<file path="config.mk">
export PLATFORM = sky130hd
export DESIGN_NAME = motor_board
export DESIGN_NICKNAME = d
export VERILOG_FILES = /design/src/rtl/motor_pkg.sv /design/src/rtl/motor_board.sv /design/src/rtl/motor_channel.sv /design/src/rtl/safety_check.sv /design/src/rtl/amp_enable_delay.sv /design/src/rtl/delay_tick_gen.sv
export VERILOG_INCLUDE_DIRS = /design/src /design/src/include
export SDC_FILE = /design/constraint.sdc
export NUM_CORES = 1
export LEC_CHECK = 0
export BUFFER_PORTS_ARGS = -buffer_cell sky130_fd_sc_hd__buf_2
export CAP_MARGIN = 30
export CORE_MARGIN = 5
export CORE_UTILIZATION = 36
export CTS_CLUSTER_DIAMETER = 120
export DETAILED_ROUTE_END_ITERATION = 7
export GPL_TIMING_DRIVEN = 0
export HOLD_SLACK_MARGIN = 0.1
export PLACE_DENSITY = 0.56
export SLEW_MARGIN = 20
export SYNTH_ARGS = -nofsm -noshare
export SYNTH_HDL_FRONTEND = slang
export SYNTH_SLANG_ARGS = --single-unit
</file>
<file path="constraint.sdc">
create_clock -name clk -period 4.8 [get_ports clk]
set_clock_uncertainty 0.1 [all_clocks]
set_input_delay 0.24 -clock clk [delete_from_list [all_inputs] [get_ports clk]]
set_output_delay 0.24 -clock clk [all_outputs]
set_load 0.005 [all_outputs]
</file>
<file path="src/include/motor_params.svh">
/*
 * Shared constants for the motor channel block: register map, configuration
 * defaults, current safety limits and the enable delay tick divider.
 * Include wherever an address or limit is needed.
 */
`ifndef MOTOR_PARAMS_SVH
`define MOTOR_PARAMS_SVH

// register address = {main, 4'h0, channel, offset}
`define MOTOR_ADDR_MAIN        4'd4     // top nibble, motor register space
`define MOTOR_OFF_STATUS       4'd0     // read only status word
`define MOTOR_OFF_DAC_CTRL     4'd1     // command word plus control mode
`define MOTOR_OFF_CONFIG       4'd2     // channel configuration word

// configuration word fields
`define MOTOR_CFG_DISABLE_SAFETY   17   // 1 -> skip current safety check
`define MOTOR_CFG_FORCE_DISABLE_F  16   // 1 -> follower amp forced on
`define MOTOR_CFG_DELAY_MSB        7    // delay field is [7:0]
`define MOTOR_CONFIG_DEFAULT   32'd20   // delay of 20 ticks, all flags clear

// current safety check
`define SAFETY_LIMIT           16'd800  // max |fb - cmd| in DAC counts
`define SAFETY_COUNT           8        // consecutive bad cycles before latch

// clk cycles per enable delay tick
`define DELAY_DIV              16

`endif
</file>
<file path="src/rtl/motor_pkg.sv">
/*
 * Types shared by the motor channel RTL and its testbench.
 * Referenced by scoped name, e.g. motor_pkg::current_t.
 */
`default_nettype none

package motor_pkg;

    // control mode as written in DAC_CTRL bits 27:24
    // values other than the two below are treated as current control
    typedef enum logic [3:0] {
        CTRL_CURRENT = 4'd0,   // closed loop on current
        CTRL_VOLTAGE = 4'd1    // open loop voltage drive, needs I/O expander
    } ctrl_mode_t;

    // offset-binary DAC / ADC word, mid scale is zero current
    typedef logic [15:0] current_t;

endpackage

`default_nettype wire

</file>
<file path="src/rtl/motor_board.sv">
/*
 * Motor section of the amplifier interface board. Instantiates NUM_CHANNELS
 * motor channels (1 to 15), the shared enable delay tick, and the
 * combinational register read mux. Per-channel ports are flat vectors.
 */
`default_nettype none
`include "motor_params.svh"

module motor_board #(
    parameter int NUM_CHANNELS = 4
) (
    input  logic                      clk,
    input  logic                      rst,

    // host register bus
    input  logic [15:0]               reg_waddr,
    input  logic [31:0]               reg_wdata,
    input  logic                      reg_wen,
    input  logic [15:0]               reg_raddr,
    output logic [31:0]               reg_rdata,          // zero latency

    input  logic                      ioexp_present,
    input  logic                      clr_safety_disable, // clears all channels

    // per channel, bit/slice i is channel i+1
    input  logic [NUM_CHANNELS-1:0]    amp_fault,
    input  logic [NUM_CHANNELS-1:0]    cur_ctrl_error,
    input  logic [NUM_CHANNELS-1:0]    disable_f_error,
    input  logic [NUM_CHANNELS-1:0]    amp_disable,
    input  logic [16*NUM_CHANNELS-1:0] cur_fb,
    output logic [NUM_CHANNELS-1:0]    amp_disable_pin,
    output logic [NUM_CHANNELS-1:0]    force_disable_f,
    output logic [NUM_CHANNELS-1:0]    cur_ctrl,
    output logic [16*NUM_CHANNELS-1:0] cur_cmd
);

    logic                  delay_tick;                 // shared by all channels
    logic [31:0]           ch_status [NUM_CHANNELS];
    logic [31:0]           ch_config [NUM_CHANNELS];
    motor_pkg::ctrl_mode_t ch_mode   [NUM_CHANNELS];

    delay_tick_gen u_tick (
        .clk        (clk),
        .rst        (rst),
        .delay_tick (delay_tick)
    );

    for (genvar g = 0; g < NUM_CHANNELS; g++) begin : g_chan
        motor_channel #(
            .CHANNEL (4'(g + 1))
        ) u_chan (
            .clk                (clk),
            .rst                (rst),
            .delay_tick         (delay_tick),
            .reg_waddr          (reg_waddr),
            .reg_wdata          (reg_wdata),
            .reg_wen            (reg_wen),
            .motor_status       (ch_status[g]),
            .motor_config       (ch_config[g]),
            .ioexp_present      (ioexp_present),
            .amp_fault          (amp_fault[g]),
            .cur_ctrl_error     (cur_ctrl_error[g]),
            .disable_f_error    (disable_f_error[g]),
            .amp_disable        (amp_disable[g]),
            .amp_disable_pin    (amp_disable_pin[g]),
            .force_disable_f    (force_disable_f[g]),
            .cur_cmd            (cur_cmd[16*g +: 16]),
            .ctrl_mode          (ch_mode[g]),
            .cur_ctrl           (cur_ctrl[g]),
            .cur_fb             (cur_fb[16*g +: 16]),
            .clr_safety_disable (clr_safety_disable),
            .safety_amp_disable ()       // reported through status bit 17
        );
    end

    // read mux, {main, 0, channel, offset}; unmapped addresses read 0
    always_comb begin
        reg_rdata = 32'd0;
        if ((reg_raddr[15:12] == `MOTOR_ADDR_MAIN) && (reg_raddr[11:8] == 4'd0)) begin
            for (int i = 0; i < NUM_CHANNELS; i++) begin
                if (reg_raddr[7:4] == 4'(i + 1)) begin
                    case (reg_raddr[3:0])
                        `MOTOR_OFF_STATUS:   reg_rdata = ch_status[i];
                        `MOTOR_OFF_DAC_CTRL: reg_rdata = {4'd0, ch_mode[i], 8'd0,
                                                          cur_cmd[16*i +: 16]};
                        `MOTOR_OFF_CONFIG:   reg_rdata = ch_config[i];
                        default:             reg_rdata = 32'd0;
                    endcase
                end
            end
        end
    end

endmodule

`default_nettype wire

</file>
<file path="src/rtl/motor_channel.sv">
/*
 * One motor channel: decodes its DAC_CTRL and CONFIG writes, holds the command,
 * mode and config registers, builds the status word, and drives the amplifier
 * enable delay and current safety check. CHANNEL is the address nibble.
 */
`default_nettype none
`include "motor_params.svh"

module motor_channel #(
    parameter logic [3:0] CHANNEL = 4'd1       // channel nibble of the address
) (
    input  logic                  clk,
    input  logic                  rst,
    input  logic                  delay_tick,          // from delay_tick_gen

    // host register write port
    input  logic [15:0]           reg_waddr,
    input  logic [31:0]           reg_wdata,
    input  logic                  reg_wen,
    output logic [31:0]           motor_status,
    output logic [31:0]           motor_config,

    input  logic                  ioexp_present,       // I/O expander fitted

    // amplifier control and feedback
    input  logic                  amp_fault,           // 0 -> fault when enabled
    input  logic                  cur_ctrl_error,      // cur_ctrl pin mismatch
    input  logic                  disable_f_error,     // disable_f pin mismatch
    input  logic                  amp_disable,         // host request
    output logic                  amp_disable_pin,
    output logic                  force_disable_f,     // 1 -> follower amp on

    output motor_pkg::current_t   cur_cmd,             // commanded current/voltage
    output motor_pkg::ctrl_mode_t ctrl_mode,
    output logic                  cur_ctrl,            // 1 current, 0 voltage

    input  motor_pkg::current_t   cur_fb,              // measured current
    input  logic                  clr_safety_disable,
    output logic                  safety_amp_disable
);

    localparam logic [15:0] ADDR_DAC_CTRL =
        {`MOTOR_ADDR_MAIN, 4'd0, CHANNEL, `MOTOR_OFF_DAC_CTRL};
    localparam logic [15:0] ADDR_CONFIG =
        {`MOTOR_ADDR_MAIN, 4'd0, CHANNEL, `MOTOR_OFF_CONFIG};

    logic       dac_wen;          // write strobe hits DAC_CTRL
    logic       cfg_wen;          // write strobe hits CONFIG
    logic       disable_safety;
    logic       amp_fault_fb;
    logic [7:0] delay_cnt;        // enable delay, in ticks

    assign dac_wen = reg_wen && (reg_waddr == ADDR_DAC_CTRL);
    assign cfg_wen = reg_wen && (reg_waddr == ADDR_CONFIG);

    // command and mode
    always_ff @(posedge clk) begin
        if (rst) begin
            cur_cmd   <= '0;
            ctrl_mode <= motor_pkg::CTRL_CURRENT;
        end else if (dac_wen) begin
            cur_cmd <= reg_wdata[15:0];
            // only current control without the I/O expander
            if (ioexp_present) begin
                ctrl_mode <= motor_pkg::ctrl_mode_t'(reg_wdata[27:24]);
            end else begin
                ctrl_mode <= motor_pkg::CTRL_CURRENT;
            end
        end
    end

    // configuration word
    always_ff @(posedge clk) begin
        if (rst) begin
            motor_config <= `MOTOR_CONFIG_DEFAULT;
        end else if (cfg_wen) begin
            motor_config <= reg_wdata;
        end
    end

    assign force_disable_f = motor_config[`MOTOR_CFG_FORCE_DISABLE_F];
    assign disable_safety  = motor_config[`MOTOR_CFG_DISABLE_SAFETY];
    assign delay_cnt       = motor_config[`MOTOR_CFG_DELAY_MSB:0];

    // voltage mode needs mode 1 and the expander, everything else is current
    assign cur_ctrl = !(ioexp_present && (ctrl_mode == motor_pkg::CTRL_VOLTAGE));

    // enabled but amp reports fault
    assign amp_fault_fb = ~(amp_disable | amp_fault);

    assign motor_status = {3'b000, ~amp_disable, ctrl_mode, 3'b000, cur_ctrl,
                           cur_ctrl_error, disable_f_error, safety_amp_disable,
                           amp_fault_fb, cur_cmd};

    amp_enable_delay u_enable_delay (
        .clk             (clk),
        .rst             (rst),
        .delay_tick      (delay_tick),
        .amp_disable     (amp_disable),
        .bypass          (~ioexp_present),   // old boards cannot delay
        .delay_cnt       (delay_cnt),
        .amp_disable_pin (amp_disable_pin)
    );

    safety_check u_safety (
        .clk           (clk),
        .rst           (rst),
        .cur_in        (cur_fb),
        .dac_in        (cur_cmd),
        .enable_check  (~disable_safety & cur_ctrl),  // no check in voltage mode
        .clear_disable (clr_safety_disable),
        .amp_disable   (safety_amp_disable)
    );

    a_mode_needs_ioexp: assert property (@(posedge clk) disable iff (rst)
        (dac_wen && !ioexp_present) |=> (ctrl_mode == motor_pkg::CTRL_CURRENT));

endmodule

`default_nettype wire

</file>
<file path="src/rtl/safety_check.sv">
/*
 * Current safety check for one channel. Compares measured current against the
 * commanded value and latches an amplifier disable when the difference stays
 * above SAFETY_LIMIT for SAFETY_COUNT cycles. Host clears via clear_disable.
 */
`default_nettype none
`include "motor_params.svh"

module safety_check (
    input  logic                clk,
    input  logic                rst,
    input  motor_pkg::current_t cur_in,        // measured current
    input  motor_pkg::current_t dac_in,        // commanded current
    input  logic                enable_check,  // 0 -> never flag
    input  logic                clear_disable, // host clear, wins over set
    output logic                amp_disable    // latched safety disable
);

    localparam int CNT_W = $clog2(`SAFETY_COUNT + 1);

    motor_pkg::current_t cur_diff;    // |cur_in - dac_in|
    logic                over_limit;
    logic [CNT_W-1:0]    err_cnt;     // consecutive over-limit cycles
    logic                err_full;

    // both words are offset binary, so a plain unsigned compare works
    always_comb begin
        if (cur_in > dac_in) begin
            cur_diff = cur_in - dac_in;
        end else begin
            cur_diff = dac_in - cur_in;
        end
    end

    assign over_limit = enable_check && (cur_diff > `SAFETY_LIMIT);
    assign err_full   = (err_cnt == CNT_W'(`SAFETY_COUNT));

    // counter saturates at SAFETY_COUNT, any good cycle restarts it
    always_ff @(posedge clk) begin
        if (rst) begin
            err_cnt <= '0;
        end else if (!over_limit) begin
            err_cnt <= '0;
        end else if (!err_full) begin
            err_cnt <= err_cnt + 1'b1;
        end
    end

    always_ff @(posedge clk) begin
        if (rst) begin
            amp_disable <= 1'b0;
        end else if (clear_disable) begin
            amp_disable <= 1'b0;          // clear has priority
        end else if (err_full) begin
            amp_disable <= 1'b1;          // SAFETY_COUNT+1 cycles after onset
        end
    end

    a_cnt_bounded: assert property (@(posedge clk) disable iff (rst)
        err_cnt <= CNT_W'(`SAFETY_COUNT));

endmodule

`default_nettype wire

</file>
<file path="src/rtl/amp_enable_delay.sv">
/*
 * Delays the amplifier enable (falling amp_disable) by delay_cnt ticks so the
 * follower stage can settle. Disables always pass straight through.
 */
`default_nettype none

module amp_enable_delay (
    input  logic       clk,
    input  logic       rst,
    input  logic       delay_tick,      // slow step enable
    input  logic       amp_disable,     // host request, 1 -> disabled
    input  logic       bypass,          // 1 -> no delay (no I/O expander)
    input  logic [7:0] delay_cnt,       // programmed delay in ticks
    output logic       amp_disable_pin  // drives the FPGA pin
);

    logic [7:0] enable_cnt;   // ticks since enable requested
    logic       delay_done;

    always_ff @(posedge clk) begin
        if (rst) begin
            enable_cnt <= 8'd0;
        end else if (amp_disable) begin
            enable_cnt <= 8'd0;           // restart on every disable
        end else if (delay_tick && (enable_cnt != delay_cnt)) begin
            enable_cnt <= enable_cnt + 8'd1;
        end
    end

    assign delay_done = (enable_cnt == delay_cnt);

    // only the enable edge is held back, a disable takes effect at once
    assign amp_disable_pin = (delay_done || bypass) ? amp_disable : 1'b1;

    // host disable must never be masked by the delay logic
    a_disable_passes: assert property (@(posedge clk) disable iff (rst)
        amp_disable |-> amp_disable_pin);

endmodule

`default_nettype wire

</file>
<file path="src/rtl/delay_tick_gen.sv">
/*
 * Divides clk down to a single-cycle enable tick, one every DELAY_DIV cycles.
 * Replaces a separate slow clock for the amplifier enable delay counters.
 */
`default_nettype none
`include "motor_params.svh"

module delay_tick_gen (
    input  logic clk,
    input  logic rst,
    output logic delay_tick     // one clk wide, every DELAY_DIV cycles
);

    localparam int CNT_W = (`DELAY_DIV > 1) ? $clog2(`DELAY_DIV) : 1;

    logic [CNT_W-1:0] div_cnt;  // free running divider

    always_ff @(posedge clk) begin
        if (rst) begin
            div_cnt    <= '0;
            delay_tick <= 1'b0;
        end else if (div_cnt == CNT_W'(`DELAY_DIV - 1)) begin
            div_cnt    <= '0;
            delay_tick <= 1'b1;   // first tick DELAY_DIV cycles after reset
        end else begin
            div_cnt    <= div_cnt + 1'b1;
            delay_tick <= 1'b0;
        end
    end

    // tick must stay a pulse so every counter step is one tick
    a_tick_pulse: assert property (@(posedge clk) disable iff (rst)
        delay_tick |=> !delay_tick);

endmodule

`default_nettype wire

</file>
==> flow_summary_export.csv <==
group,metric,value,unit
grt,grt_pass1_vias,19524,
pwr,irDropWorstVdd,0.000228,V
synth,synth_area,19300,um^2
grt,grtUsageMet3,0.0391,
synth,synth_top_area_share,0.275,
critical_path,rr_startpoint,"g_chan[3].u_chan.cur_cmd[0]",
pwr,p_per_area,240,nW/um^2
grt,grt.met1_usage,0.371,
placement,place_congestion,0.991,
floorplanning,pin_count,257,
synth,synth_compound_area_frac,0.236,
timing,rsz0062_at_grt,"no",
floorplanning,dieArea,58400,um^2
critical_path,startpoint_type,"flop",
timing,fin_crit,4.19,ns
final_layout,area_delta_synth_final,17.7,%
worst_hold_path,worstHoldPathType,"input pin to flop",
critical_path,reg2reg_slack,0.61,ns
grt,antenna_found_initial,2,
timing,maxSlewViolCount,0,
clock_network,post-cts-setup-buffers,0,
routing,via_per_inst,5.66,
critical_path,r2r_end,"g_chan[3].u_chan.u_safety.err_cnt[1]",
floorplanning,die_y,242,um
grt,overflow,0,
clock_network,postCtsHoldBufs,31,
routing,ant_nets,0,
routing,post_drt_wl_per_cell,21.8,um
clock_network,clk_pin_slew_worst_paths,0.07,ns
timing,period_share,0.873,
final_layout,multi_input_area,12600,um^2
clock_network,root_buffer,"clkbuf_16",
critical_path,crit_fanout,10,
pwr,power.share.clock,0.438,
routing,vias,20741,
synth,synth_seq_area_share,0.275,
clock_network,cts_buffers,30,
synth,synth_edf_count,0,
synth,yosys.area_share.xor_xnor,0.0512,
critical_path,worstPathRequired,5.19,ns
synth,yosys-mux-area-fraction,0.0355,
synth,synth_top_family_by_area,"compound AO/OA/AOI/OAI gates",
routing,drc_errors,0,
final_layout,fin_util,0.425,
clock_network,cts_tree,"built",
final_layout,fill_cells,5530,
critical_path,cp_data_arrival_time,4.58,ns
pwr,seqPwrFrac,0.407,
final_layout,final_common_cell,"nand2_1",
synth,yosys_register_bits,265,
critical_path,cp-startpoint,"g_chan[3].u_chan.cur_cmd[0]",
grt,grt_max_degree,15,
final_layout,nets,3237,
outcome,status,"complete, no violations",
worst_hold_path,min_from,"reg_wdata[5]",
job,cap_viol_max_count,0,
clock_network,insertion_delay,0.57,ns
grt,grt.total_usage,0.256,
final_layout,stdcell_count,3665,
synth,ys.warnings.count,0,
final_layout,regArea,5310,um^2
final_layout,post_route_cells_drive_above_1_share,0.132,
clock_network,clock_sink_count,265,
clock_network,cts.htree.levels,1,
synth,synthSimpleGateAreaFrac,0.228,
timing,max_slew_margin,0.277,
pwr,p_leak,0.00899,uW
routing,drt_iter0_markers,2195,
synth,yosysTopAreaCell,"dfxtp_1",
pwr,p_comb_frac,0.155,
clock_network,ctsResizeCount,0,
placement,hpwl,62.2,mm
synth,synth.avg_cell_area,7.31,um^2
timing,setup_viol,0,
synth,synth_fa_ha_area_frac,0.0970,
synth,synthCells,2643,
synth,synthTopCellsByArea,"dfxtp_1, nand2_1, ha_1",
timing,fin_tns_setup,0,ns
synth,syn-num-nets,2937,
critical_path,path_class,"flop to flop",
floorplanning,initial_utilization,0.361,
critical_path,crit_path_end_kind,"flop",
critical_path,ff2ff_path_depth,11,
timing,fmax,239,MHz
pwr,p_sw,1520,uW
critical_path,crit_path_end,"g_chan[3].u_chan.u_safety.err_cnt[1]",
synth,ys.flop_type,"dfxtp_1",
placement,dp_cells,3575,
synth,async_flop_share,0,
grt,grt_first_pass_wirelength,119,mm
placement,io_buffer_count,234,
timing,finalHoldViolCount,0,
clock_network,cts_max_path_buffers,3,
floorplanning,fp.coreArea,53500,um^2
pwr,swShare,0.278,
routing,routed_wl,79.7,mm
floorplanning,fp-row-count,85,
final_layout,final_cell_mix,"nand2_1, a21oi_1, dfxtp_1",
synth,synth.distinct_cells,87,
grt,grt_most_used_layer,"met2",
grt,use_met2,0.392,
pwr,p_int,3950,uW
floorplanning,die-width,242,um
routing,firstDrtPassIters,5,
timing,worst-slew-pin-transition,1.08,ns
cells by family after synthesis:
logic type / after synthesis
AND/OR/NAND/NOR: 970
AO/OA/AOI/OAI: 720
buffers and inverters: 365
flip-flops: 265
adder cells (fa/ha/maj): 145
XOR/XNOR: 113
multiplexers: 65
flip-flops by register name, summed over array words and instances, names as in the netlist:
| name | count |
|---|---|
| g_chan.u_chan.motor_config | 128 |
| g_chan.u_chan.cur_cmd | 64 |
| g_chan.u_chan.u_enable_delay.enable_cnt | 32 |
| g_chan.u_chan.ctrl_mode | 16 |
| g_chan.u_chan.u_safety.err_cnt | 16 |
| g_chan.u_chan.u_safety.amp_disable | 4 |
| u_tick.div_cnt | 4 |
| u_tick.delay_tick | 1 |
stage by stage:
step / instance area, um^2 / power (uW) / worst slack (ns) / hold slack (ns)
floorplan: 19300 / 2780 / 1.33 / 0.276
global placement: 21400 / 3060 / 0.311 / 0.339
detailed placement: 21400 / 3070 / 0.684 / 0.347
CTS: 22700 / 5440 / 0.653 / 0.101
global route: 22700 / 5630 / 0.435 / 0.121
finish: 22700 / 5460 / 0.609 / 0.104
cell usage after synthesis (all sizes together), types with 4 or more instances:
cell type	count
o22ai	25
mux2i	49
or3	10
nor3b	8
nor2b	15
xnor2	46
o21a	18
a31oi	10
and4	9
and2	15
a221oi	35
clkbuf	146
o31ai	11
inv	168
ha	137
a21o	36
nand3	60
a211o	7
or2	8
fa	8
nand4	18
a211oi	19
nand2	472
and3	19
a2111oi	7
o221ai	4
nor3	43
buf	51
a2bb2oi	4
o21ai	94
xor2	67
o211ai	12
o31a	4
nor4	23
mux2	15
a21boi	5
dfxtp	265
nor2	202
nand2b	31
nand3b	12
nor4b	11
o21bai	9
a22o	7
a22oi	76
a21oi	304
layout make-up:
cell class                 count  share of cell area
clock buffer                  42              0.0386
inverter                     168              0.0277
sequential                   265               0.233
buffer                       197              0.0376
antenna                        5            0.000550
clock inverter                11             0.00610
tap                          696              0.0383
timing repair buffer         268              0.0660
multi-input combinational   2013               0.552
power groups by stage:
stage	registers, uW	clock network (uW)	logic, uW
4_1_cts	2230	2390	827
5_1_grt	2230	2490	912
3_5_place_dp	2270	0	800
2_1_floorplan	2270	0	513
6_report	2230	2390	846
3_3_place_gp	2270	0	789
worst min-delay path by stage:
| stage | cells past startpoint | to | slack (ns) |
|---|---|---|---|
| after floorplan | 2 | g_chan[1].u_chan.motor_config[21] | 0.28 |
| after global placement | 2 | g_chan[2].u_chan.motor_config[21] | 0.34 |
| after detailed placement | 2 | g_chan[3].u_chan.motor_config[20] | 0.35 |
| after CTS | 6 | g_chan[0].u_chan.motor_config[1] | 0.10 |
| after global routing | 3 | g_chan[2].u_chan.cur_cmd[5] | 0.12 |
| final | 3 | g_chan[0].u_chan.cur_cmd[5] | 0.10 |
critical path, stage by stage, from the launching register on:
cell and delay [ns]:
dfxtp_1 0.39, ha_1 0.24, fa_1 0.42, inv_1 0.07, a21oi_1 0.07, o32a_1 0.40
o211ai_2 0.48, nand2_2 0.33, mux2_2 0.36, a2111oi_0 0.73, and4bb_1 0.31, nor3b_1 0.20
routing by layer:
layer  share of wire  up-vias
li1                -     9772
met3           0.094      180
met4           0.038        0
met1            0.45     9749
met2            0.42     1040
met5               0        -
No activity file was read; power rests on OpenSTA's default activity.
